<file path="config.mk">
export PLATFORM = sky130hd
export DESIGN_NAME = mem_subsystem
export DESIGN_NICKNAME = d
export VERILOG_FILES = /design/src/rtl/pipe_pkg.sv /design/src/rtl/bus_pkg.sv /design/src/rtl/dcache_ctrl_regs.sv /design/src/rtl/dcache.sv /design/src/rtl/mem_stage.sv /design/src/rtl/mem_subsystem.sv
export VERILOG_INCLUDE_DIRS = /design/src /design/src/rtl
export SDC_FILE = /design/constraint.sdc
export NUM_CORES = 1
export LEC_CHECK = 0
export CORE_MARGIN = 5
export CORE_UTILIZATION = 28
export CTS_CLUSTER_DIAMETER = 120
export DETAILED_ROUTE_END_ITERATION = 12
export DONT_BUFFER_PORTS = 1
export PLACE_DENSITY_LB_ADDON = 0.1
export SYNTH_ARGS = -nofsm -noshare
export SYNTH_HDL_FRONTEND = slang
export SYNTH_SLANG_ARGS = --single-unit
</file>
<file path="constraint.sdc">
create_clock -name i_clock -period 6 [get_ports i_clock]
set_input_delay 0 -clock i_clock [delete_from_list [all_inputs] [get_ports i_clock]]
set_output_delay 0 -clock i_clock [all_outputs]
set_load 0.05 [all_outputs]
</file>
<file path="src/rtl/mem_params.svh">
// Memory subsystem parameters

`ifndef MEM_PARAMS_SVH
`define MEM_PARAMS_SVH

// Cache geometry
// log2 of the number of one-word lines
`define MEM_DCACHE_INDEX_BITS 4

// Config register map
`define MEM_CFG_ADDR_CTRL   1'b0
`define MEM_CFG_ADDR_REGION 1'b1

// Region nibble after reset
`define MEM_CFG_REGION_RESET 4'h1

`endif

</file>
<file path="src/rtl/pipe_pkg.sv">
// Pipeline-facing types
`default_nettype none

package pipe_pkg;

	// Access width of a load or store
	typedef enum logic [1:0] {
		MEMW_1 = 2'd0,
		MEMW_2 = 2'd1,
		MEMW_4 = 2'd2
	} mem_width_e;

	typedef logic [4:0] reg_index_t;

	// Item handed over by execute
	typedef struct packed {
		logic        strobe;
		logic [31:0] pc;
		logic [31:0] rd;
		reg_index_t  inst_rd;
		logic [31:0] mem_address;
		logic        mem_read;
		logic        mem_write;
		logic        mem_flush;
		logic        mem_signed;
		mem_width_e  mem_width;
		reg_index_t  mem_inst_rd;
	} execute_data_t;

	// Result passed on to writeback
	typedef struct packed {
		logic        strobe;
		logic [31:0] pc;
		logic [31:0] rd;
		reg_index_t  inst_rd;
	} memory_data_t;

	typedef enum logic {
		IDLE,
		FLUSH
	} stage_state_e;

endpackage

`default_nettype wire

</file>
<file path="src/rtl/bus_pkg.sv">
// Bus and cache control types
`default_nettype none

package bus_pkg;

	// Level request held until ready
	typedef struct packed {
		logic        request;
		logic        rw;
		logic [31:0] address;
		logic [31:0] wdata;
		logic [3:0]  wmask;
	} bus_req_t;

	// Single-cycle register write
	typedef struct packed {
		logic        write;
		logic        addr;
		logic [31:0] wdata;
	} cfg_write_t;

	typedef struct packed {
		logic       enable;
		logic [3:0] region;
	} dcache_cfg_t;

	typedef enum logic [2:0] {
		IDLE,
		FILL,
		WRITE,
		BYPASS,
		SWEEP
	} dcache_state_e;

endpackage

`default_nettype wire

</file>
<file path="src/rtl/dcache_ctrl_regs.sv">
// Cache configuration registers
`timescale 1ns/1ps
`default_nettype none

`include "mem_params.svh"

module dcache_ctrl_regs (
	input  wire logic                i_clock,
	input  wire logic                i_rst_n,
	input  wire bus_pkg::cfg_write_t i_cfg,
	output bus_pkg::dcache_cfg_t     o_cfg
);

	bus_pkg::dcache_cfg_t cfg_q;

	assign o_cfg = cfg_q;

	// Enable at bit 0, region nibble at bits 3:0
	always_ff @(posedge i_clock) begin
		if (!i_rst_n) begin
			cfg_q.enable <= 1'b0;
			cfg_q.region <= `MEM_CFG_REGION_RESET;
		end else if (i_cfg.write) begin
			unique case (i_cfg.addr)
				`MEM_CFG_ADDR_CTRL: begin
					cfg_q.enable <= i_cfg.wdata[0];
				end
				`MEM_CFG_ADDR_REGION: begin
					cfg_q.region <= i_cfg.wdata[3:0];
				end
			endcase
		end
	end

endmodule

`default_nettype wire

</file>
<file path="src/rtl/dcache.sv">
// Direct-mapped write-through data cache
`timescale 1ns/1ps
`default_nettype none

`include "mem_params.svh"

module dcache (
	input  wire logic                 i_clock,
	input  wire logic                 i_rst_n,
	input  wire bus_pkg::dcache_cfg_t i_cfg,
	input  wire bus_pkg::bus_req_t    i_req,
	input  wire logic                 i_flush,
	output logic                      o_ready,
	output logic [31:0]               o_rdata,
	output bus_pkg::bus_req_t         o_bus,
	input  wire logic                 i_bus_ready,
	input  wire logic [31:0]          i_bus_rdata
);

	localparam int INDEX_BITS = `MEM_DCACHE_INDEX_BITS;
	localparam int LINES = 1 << INDEX_BITS;
	localparam int TAG_BITS = 30 - INDEX_BITS;

	bus_pkg::dcache_state_e state;
	bus_pkg::bus_req_t      bus_q;

	logic [LINES-1:0]    valid_q;
	logic [TAG_BITS-1:0] tag_q [LINES];
	logic [31:0]         data_q [LINES];

	logic [INDEX_BITS-1:0] index;
	logic [TAG_BITS-1:0]   tag;
	logic [INDEX_BITS-1:0] sweep_idx;
	logic                  sweep_last;
	logic                  enable_q;
	logic                  enable_rise;
	logic                  cacheable;
	logic                  hit;
	logic [31:0]           merged;

	assign index = i_req.address[INDEX_BITS+1:2];
	assign tag = i_req.address[31:INDEX_BITS+2];

	assign cacheable = i_cfg.enable && (i_req.address[31:28] == i_cfg.region);
	assign hit = valid_q[index] && (tag_q[index] == tag);
	assign enable_rise = i_cfg.enable && !enable_q;
	assign sweep_last = &sweep_idx;

	assign o_bus = bus_q;
	assign o_rdata = (state == bus_pkg::BYPASS) ? i_bus_rdata : data_q[index];

	// Write data merged into the held line
	always_comb begin
		merged = data_q[index];
		for (int b = 0; b < 4; b++) begin
			if (i_req.wmask[b])
				merged[b*8 +: 8] = i_req.wdata[b*8 +: 8];
		end
	end

	always_comb begin
		unique case (state)
			bus_pkg::IDLE: begin
				o_ready = i_req.request && !i_flush && !enable_rise &&
					cacheable && !i_req.rw && hit;
			end
			bus_pkg::WRITE, bus_pkg::BYPASS: begin
				o_ready = i_bus_ready;
			end
			bus_pkg::SWEEP: begin
				o_ready = i_req.request && i_flush && sweep_last;
			end
			default: begin
				o_ready = 1'b0;
			end
		endcase
	end

	// ==================================================
	// Control

	always_ff @(posedge i_clock) begin
		if (!i_rst_n) begin
			state <= bus_pkg::IDLE;
			bus_q <= '0;
			valid_q <= '0;
			sweep_idx <= '0;
			enable_q <= 1'b0;
		end else begin
			unique case (state)
				bus_pkg::IDLE: begin
					// Enable edge seen only between transfers
					enable_q <= i_cfg.enable;
					if (enable_rise || (i_req.request && i_flush)) begin
						state <= bus_pkg::SWEEP;
					end else if (i_req.request && !(cacheable && !i_req.rw && hit)) begin
						bus_q <= i_req;
						if (!cacheable) begin
							state <= bus_pkg::BYPASS;
						end else if (i_req.rw) begin
							state <= bus_pkg::WRITE;
						end else begin
							bus_q.wmask <= 4'b0000;
							state <= bus_pkg::FILL;
						end
					end
				end

				bus_pkg::FILL: begin
					if (i_bus_ready) begin
						valid_q[index] <= 1'b1;
						bus_q.request <= 1'b0;
						state <= bus_pkg::IDLE;
					end
				end

				bus_pkg::WRITE, bus_pkg::BYPASS: begin
					if (i_bus_ready) begin
						bus_q.request <= 1'b0;
						state <= bus_pkg::IDLE;
					end
				end

				bus_pkg::SWEEP: begin
					valid_q[sweep_idx] <= 1'b0;
					sweep_idx <= sweep_idx + 1'b1;
					if (sweep_last)
						state <= bus_pkg::IDLE;
				end

				default: begin
					state <= bus_pkg::IDLE;
				end
			endcase
		end
	end

	// ==================================================
	// Tag and data arrays

	always_ff @(posedge i_clock) begin
		if (state == bus_pkg::FILL && i_bus_ready) begin
			tag_q[index] <= tag;
			data_q[index] <= i_bus_rdata;
		end else if (state == bus_pkg::WRITE && i_bus_ready && hit) begin
			data_q[index] <= merged;
		end
	end

	a_bus_stable: assert property (@(posedge i_clock) disable iff (!i_rst_n)
		o_bus.request && !i_bus_ready |=> $stable(o_bus));

	a_no_bus_in_sweep: assert property (@(posedge i_clock) disable iff (!i_rst_n)
		state == bus_pkg::SWEEP |-> !o_bus.request);

endmodule

`default_nettype wire

</file>
<file path="src/rtl/mem_stage.sv">
// Memory pipeline stage
`timescale 1ns/1ps
`default_nettype none

module mem_stage (
	input  wire logic                    i_clock,
	input  wire logic                    i_rst_n,
	input  wire pipe_pkg::execute_data_t i_exec,
	output logic                         o_busy,
	output pipe_pkg::memory_data_t       o_mem,
	output bus_pkg::bus_req_t            o_dc_req,
	output logic                         o_dc_flush,
	input  wire logic                    i_dc_ready,
	input  wire logic [31:0]             i_dc_rdata
);

	pipe_pkg::stage_state_e state;
	pipe_pkg::stage_state_e state_d;
	pipe_pkg::memory_data_t mem_d;
	logic                   last_strobe;
	logic                   pending;
	logic                   complete;
	logic [1:0]             byte_idx;
	logic [31:0]            shifted;
	logic [31:0]            load_data;
	logic [31:0]            store_data;
	logic [3:0]             store_mask;

	// New item while strobes differ
	assign pending = i_exec.strobe != last_strobe;
	assign o_busy = pending && (i_exec.mem_read || i_exec.mem_write || i_exec.mem_flush);

	assign byte_idx = i_exec.mem_address[1:0];
	assign shifted = i_dc_rdata >> {byte_idx, 3'b000};

	// ==================================================
	// Load extension

	always_comb begin
		case (i_exec.mem_width)
			pipe_pkg::MEMW_1: begin
				load_data = {{24{i_exec.mem_signed & shifted[7]}}, shifted[7:0]};
			end
			pipe_pkg::MEMW_2: begin
				load_data = {{16{i_exec.mem_signed & shifted[15]}}, shifted[15:0]};
			end
			default: begin
				load_data = i_dc_rdata;
			end
		endcase
	end

	// ==================================================
	// Store lanes

	always_comb begin
		store_data = i_exec.rd;
		store_mask = 4'b1111;
		case (i_exec.mem_width)
			pipe_pkg::MEMW_1: begin
				store_data = {4{i_exec.rd[7:0]}};
				store_mask = 4'b0001 << byte_idx;
			end
			pipe_pkg::MEMW_2: begin
				store_data = {2{i_exec.rd[15:0]}};
				// Odd offsets write nothing
				if (byte_idx[0])
					store_mask = 4'b0000;
				else if (byte_idx[1])
					store_mask = 4'b1100;
				else
					store_mask = 4'b0011;
			end
			default: begin
				store_data = i_exec.rd;
				store_mask = 4'b1111;
			end
		endcase
	end

	// ==================================================
	// Sequencing

	always_comb begin
		state_d = state;
		complete = 1'b0;
		mem_d = o_mem;
		o_dc_req = '0;
		o_dc_req.address = {i_exec.mem_address[31:2], 2'b00};
		o_dc_flush = 1'b0;

		unique case (state)
			pipe_pkg::IDLE: begin
				if (pending) begin
					if (i_exec.mem_read) begin
						o_dc_req.request = 1'b1;
						complete = i_dc_ready;
					end else if (i_exec.mem_write) begin
						o_dc_req.request = 1'b1;
						o_dc_req.rw = 1'b1;
						o_dc_req.wdata = store_data;
						o_dc_req.wmask = store_mask;
						complete = i_dc_ready;
					end else if (i_exec.mem_flush) begin
						o_dc_req.request = 1'b1;
						o_dc_flush = 1'b1;
						state_d = pipe_pkg::FLUSH;
					end else begin
						complete = 1'b1;
					end
				end
			end

			pipe_pkg::FLUSH: begin
				o_dc_req.request = 1'b1;
				o_dc_flush = 1'b1;
				if (i_dc_ready) begin
					complete = 1'b1;
					state_d = pipe_pkg::IDLE;
				end
			end

			default: begin
				state_d = pipe_pkg::IDLE;
			end
		endcase

		if (complete) begin
			mem_d.strobe = ~o_mem.strobe;
			mem_d.pc = i_exec.pc;
			mem_d.rd = i_exec.mem_read ? load_data : i_exec.rd;
			mem_d.inst_rd = i_exec.mem_read ? i_exec.mem_inst_rd : i_exec.inst_rd;
		end
	end

	always_ff @(posedge i_clock) begin
		if (!i_rst_n) begin
			state <= pipe_pkg::IDLE;
			last_strobe <= 1'b0;
			o_mem <= '0;
		end else begin
			state <= state_d;
			o_mem <= mem_d;
			if (complete)
				last_strobe <= i_exec.strobe;
		end
	end

	// Output toggles only for an accepted item
	a_strobe_pending: assert property (@(posedge i_clock) disable iff (!i_rst_n)
		$past(i_rst_n) && $changed(o_mem.strobe) |-> $past(pending));

endmodule

`default_nettype wire

</file>
<file path="src/rtl/mem_subsystem.sv">
// Memory stage with data cache
`timescale 1ns/1ps
`default_nettype none

module mem_subsystem (
	input  wire logic                    i_clock,
	input  wire logic                    i_rst_n,
	input  wire pipe_pkg::execute_data_t i_exec,
	output logic                         o_busy,
	output pipe_pkg::memory_data_t       o_mem,
	input  wire bus_pkg::cfg_write_t     i_cfg,
	output bus_pkg::bus_req_t            o_bus,
	input  wire logic                    i_bus_ready,
	input  wire logic [31:0]             i_bus_rdata
);

	bus_pkg::bus_req_t    dc_req;
	bus_pkg::dcache_cfg_t dc_cfg;
	logic                 dc_flush;
	logic                 dc_ready;
	logic [31:0]          dc_rdata;

	mem_stage u_stage (
		.i_clock    (i_clock),
		.i_rst_n    (i_rst_n),
		.i_exec     (i_exec),
		.o_busy     (o_busy),
		.o_mem      (o_mem),
		.o_dc_req   (dc_req),
		.o_dc_flush (dc_flush),
		.i_dc_ready (dc_ready),
		.i_dc_rdata (dc_rdata)
	);

	dcache u_dcache (
		.i_clock     (i_clock),
		.i_rst_n     (i_rst_n),
		.i_cfg       (dc_cfg),
		.i_req       (dc_req),
		.i_flush     (dc_flush),
		.o_ready     (dc_ready),
		.o_rdata     (dc_rdata),
		.o_bus       (o_bus),
		.i_bus_ready (i_bus_ready),
		.i_bus_rdata (i_bus_rdata)
	);

	dcache_ctrl_regs u_regs (
		.i_clock (i_clock),
		.i_rst_n (i_rst_n),
		.i_cfg   (i_cfg),
		.o_cfg   (dc_cfg)
	);

endmodule

`default_nettype wire

</file>
==> run metrics <==
IO Port Bufs 0; largest net degree at the start of global routing 264; Initial Util 0.281; postcts setup bufs 0; number of synthesis warnings 0; Syn-to-layout area delta 20.1%; number of synthesized register bits 1097; final antenna-violating net count 0; initial drt markers 1907; Detail Placement HPWL 90.6 mm; Max Slew Vio Count 0; die area 0.171 mm2; DRC violations left 0; die span in x 414 um; number of fill cells 15700; CTS buffer count 121; Crit Path Max Fanout 163; Critical Path RT 6680 ps; fin area 0.0549 mm2; clock transition at the registers of the reported paths 60 ps; RSZ-0062 raised after global routing no; Worst Hold Class input port to register; Mean Syn Cell Area 15.9 um2; largest stage delay on the critical path 1030 ps; CP Buf/Inv Count 4; via/cell ratio 5.13; Mapped Cells 2883; GRT Total Usage 0.185; Post-synth ARST share 0; endpoints failing hold 0; number of synthesized flops with an enable pin 928; vias in the first global route 28800; crit path kind input port to register; first-pass GRT wire length 228 mm; crit end category register; Skew-Pair Late Insertion Delay 750 ps; WP data arrival 5760 ps; nature of the critical path startpoint input port; Clock Skew 46.2 ps; total power 17.4 mW; Pleak 18.1 nW; post-synthesis sequential area ratio 0.684; max cap viols 0; outcome finished, final reports clean; Routed WL per cell 30.1 um; Initial DRT Pass Iterations 6; Tmin final 5080 ps; H-tree levels 3; worst-case clock buffer depth 3; worst-path cell chain dlygate4sd3_1, nor2b_1, buf_4, a22oi_1, nand2_1, xnor2_1, a211oi_1, o2bb2ai_1, or4_4, and2_4, buf_4, mux2i_1, dlygate4sd3_1; commonest non-fill, non-tap cell in the layout edfxtp_1; Clock Sinks 1097; Rows 148; delay-heaviest family, CP buffers and inverters; PwrDens 318 mW/mm2; post-synthesis cell area 0.0457 mm2; Tightest Pin Transition 1230 ps; layout cell share with drive strength beyond 1 0.163; final setup vio count 0; GR Overflow Total 0; # IOs 323; setup tns final 0 ps; TritonCTS clock tree done; max_slew headroom 0.176; root buffer cell clkbuf_16; Final nets 3307; total core area 0.163 mm2; placed inst area 0.0482 mm2; die height 414 um; Primary FF master, synth edfxtp_1; antenna violations before repair 9; Cell variety after synth 77; routability cong. 0.833; Peak VDD IR 0.234 mV; commonest non-fill, non-tap cells in the layout edfxtp_1 (928), nand2_1 (305), mux2i_1 (281); via count 27800; maximum clock rate 0.197 GHz; crit share post-route 0.846; Crit-path slowest cell dlygate4sd3_1; WL final 163 mm
==> through the flow <==
stage	util	instances	setup slack, ps	hold slack (ps)
6_report	0.338	5415	923	8.54
3_3_place_gp	0.297	4926	1330	102
2_1_floorplan	-	2884	654	98.9
5_1_grt	0.338	5409	817	10.9
3_5_place_dp	0.297	4926	1330	102
4_1_cts	0.337	5402	868	0.978
==> cell usage after synthesis (4+ instances only) <==
cell type	number	area [um2]
o21ai_0	66	330
nor4b_1	5	43.8
buf_6	20	225
nor2b_1	17	106
inv_1	27	101
edfxtp_1	928	27900
buf_4	20	150
ha_1	4	50.1
o22ai_1	25	156
xnor2_1	19	166
clkbuf_1	102	383
nand2b_1	11	68.8
and3_1	13	81.3
nand3_1	50	250
o2bb2ai_1	5	43.8
nor2_1	108	405
o211ai_1	47	353
or2_2	8	50.1
nand2_1	305	1140
nor3_1	27	135
xor2_1	6	52.6
o21a_1	51	383
and2_1	13	81.3
a31oi_1	10	62.6
buf_1	16	60.1
mux2i_1	281	2810
a221oi_1	28	245
o2111ai_1	10	87.6
a21oi_1	64	320
buf_2	33	165
o221ai_1	26	228
mux2_2	34	383
nand4_1	9	56.3
a211oi_1	6	45.0
a221o_1	16	160
dfxtp_1	169	3380
mux4_2	181	4080
a22o_1	7	61.3
or4_1	20	150
a22oi_1	33	248
or3_1	9	56.3
==> cell type report <==
cell class	instances	area, um2	area share
inverter	30	113	0.00205
timing repair buffer	305	3120	0.0569
clock inverter	57	654	0.0119
antenna	13	32.5	0.000593
clock buffer	172	3430	0.0625
tap	2175	2720	0.0496
sequential	1097	31300	0.569
multi-input combinational	1566	13600	0.247
==> worst min-delay path: stages <==
cell and delay (ps):
buf_12 140, buf_16 270, nand2_1 160, o21ai_0 70
==> cells by family (layout without fill, tap and decap cells) <==
group                    after synthesis  after routing  share of synthesized area
AO/OA/AOI/OAI                        426            426                     0.0660
buffers and inverters                221            564                     0.0240
AND/OR/NAND/NOR                      613            613                     0.0612
multiplexers                         496            496                      0.159
other                                  1             15                  0.0000821
XOR/XNOR                              25             25                    0.00479
flip-flops                          1097           1097                      0.684
adder cells (fa/ha/maj)                4              4                    0.00110
==> registers in the layout, indices dropped and copies added (netlist names), 3 cells and up <==
name                count
u_dcache.data_q       512
u_stage.o_mem          70
u_dcache.tag_q        416
u_dcache.o_bus         68
u_dcache.sweep_idx      4
u_regs.o_cfg            5
u_dcache.state          3
u_dcache.valid_q       16
==> routing by layer <==
| metal | vias to the layer above | GRT usage | wire length, um |
|---|---|---|---|
| met3 | 275 | 0.0309 | 7400 |
| li1 | 11900 | - | - |
| met1 | 14800 | 0.228 | 66200 |
| met5 | - | 0 | 7 |
| met4 | 2 | 0.0588 | 5800 |
| met2 | 840 | 0.330 | 83600 |
==> final timing paths <==
| path | startpoint | end | slack (ps) | cells after the start |
|---|---|---|---|---|
| worst min-delay path | i_rst_n | u_dcache.o_bus[1] | 9 | 4 |
| worst max-delay path | i_exec[13] | u_stage.o_mem[56] | 920 | 13 |
| worst min register to register | u_dcache.valid_q[2] | u_dcache.valid_q[2] | 480 | 2 |
| worst max register to register | u_dcache.tag_q[7][23] | u_stage.o_mem[56] | 1010 | 10 |
==> power breakdown <==
group | leakage [nW] | total, mW | internal, mW | switching (mW)
sequential | 9.71 | 8.60 | 8.35 | 0.249
combinational | 6.40 | 1.25 | 0.506 | 0.741
clock | 1.99 | 7.58 | 4.49 | 3.09
total | 18.1 | 17.4 | 13.3 | 4.08
==> repair_timing <==
| action | 4_1_cts | 5_1_grt |
|---|---|---|
| hold buffers | 247 | 0 |
| gates resized for setup | 0 | 0 |
| endpoints found under the hold margin | 1114 | 0 |
Note: power is estimated with default switching activity, not from simulation.
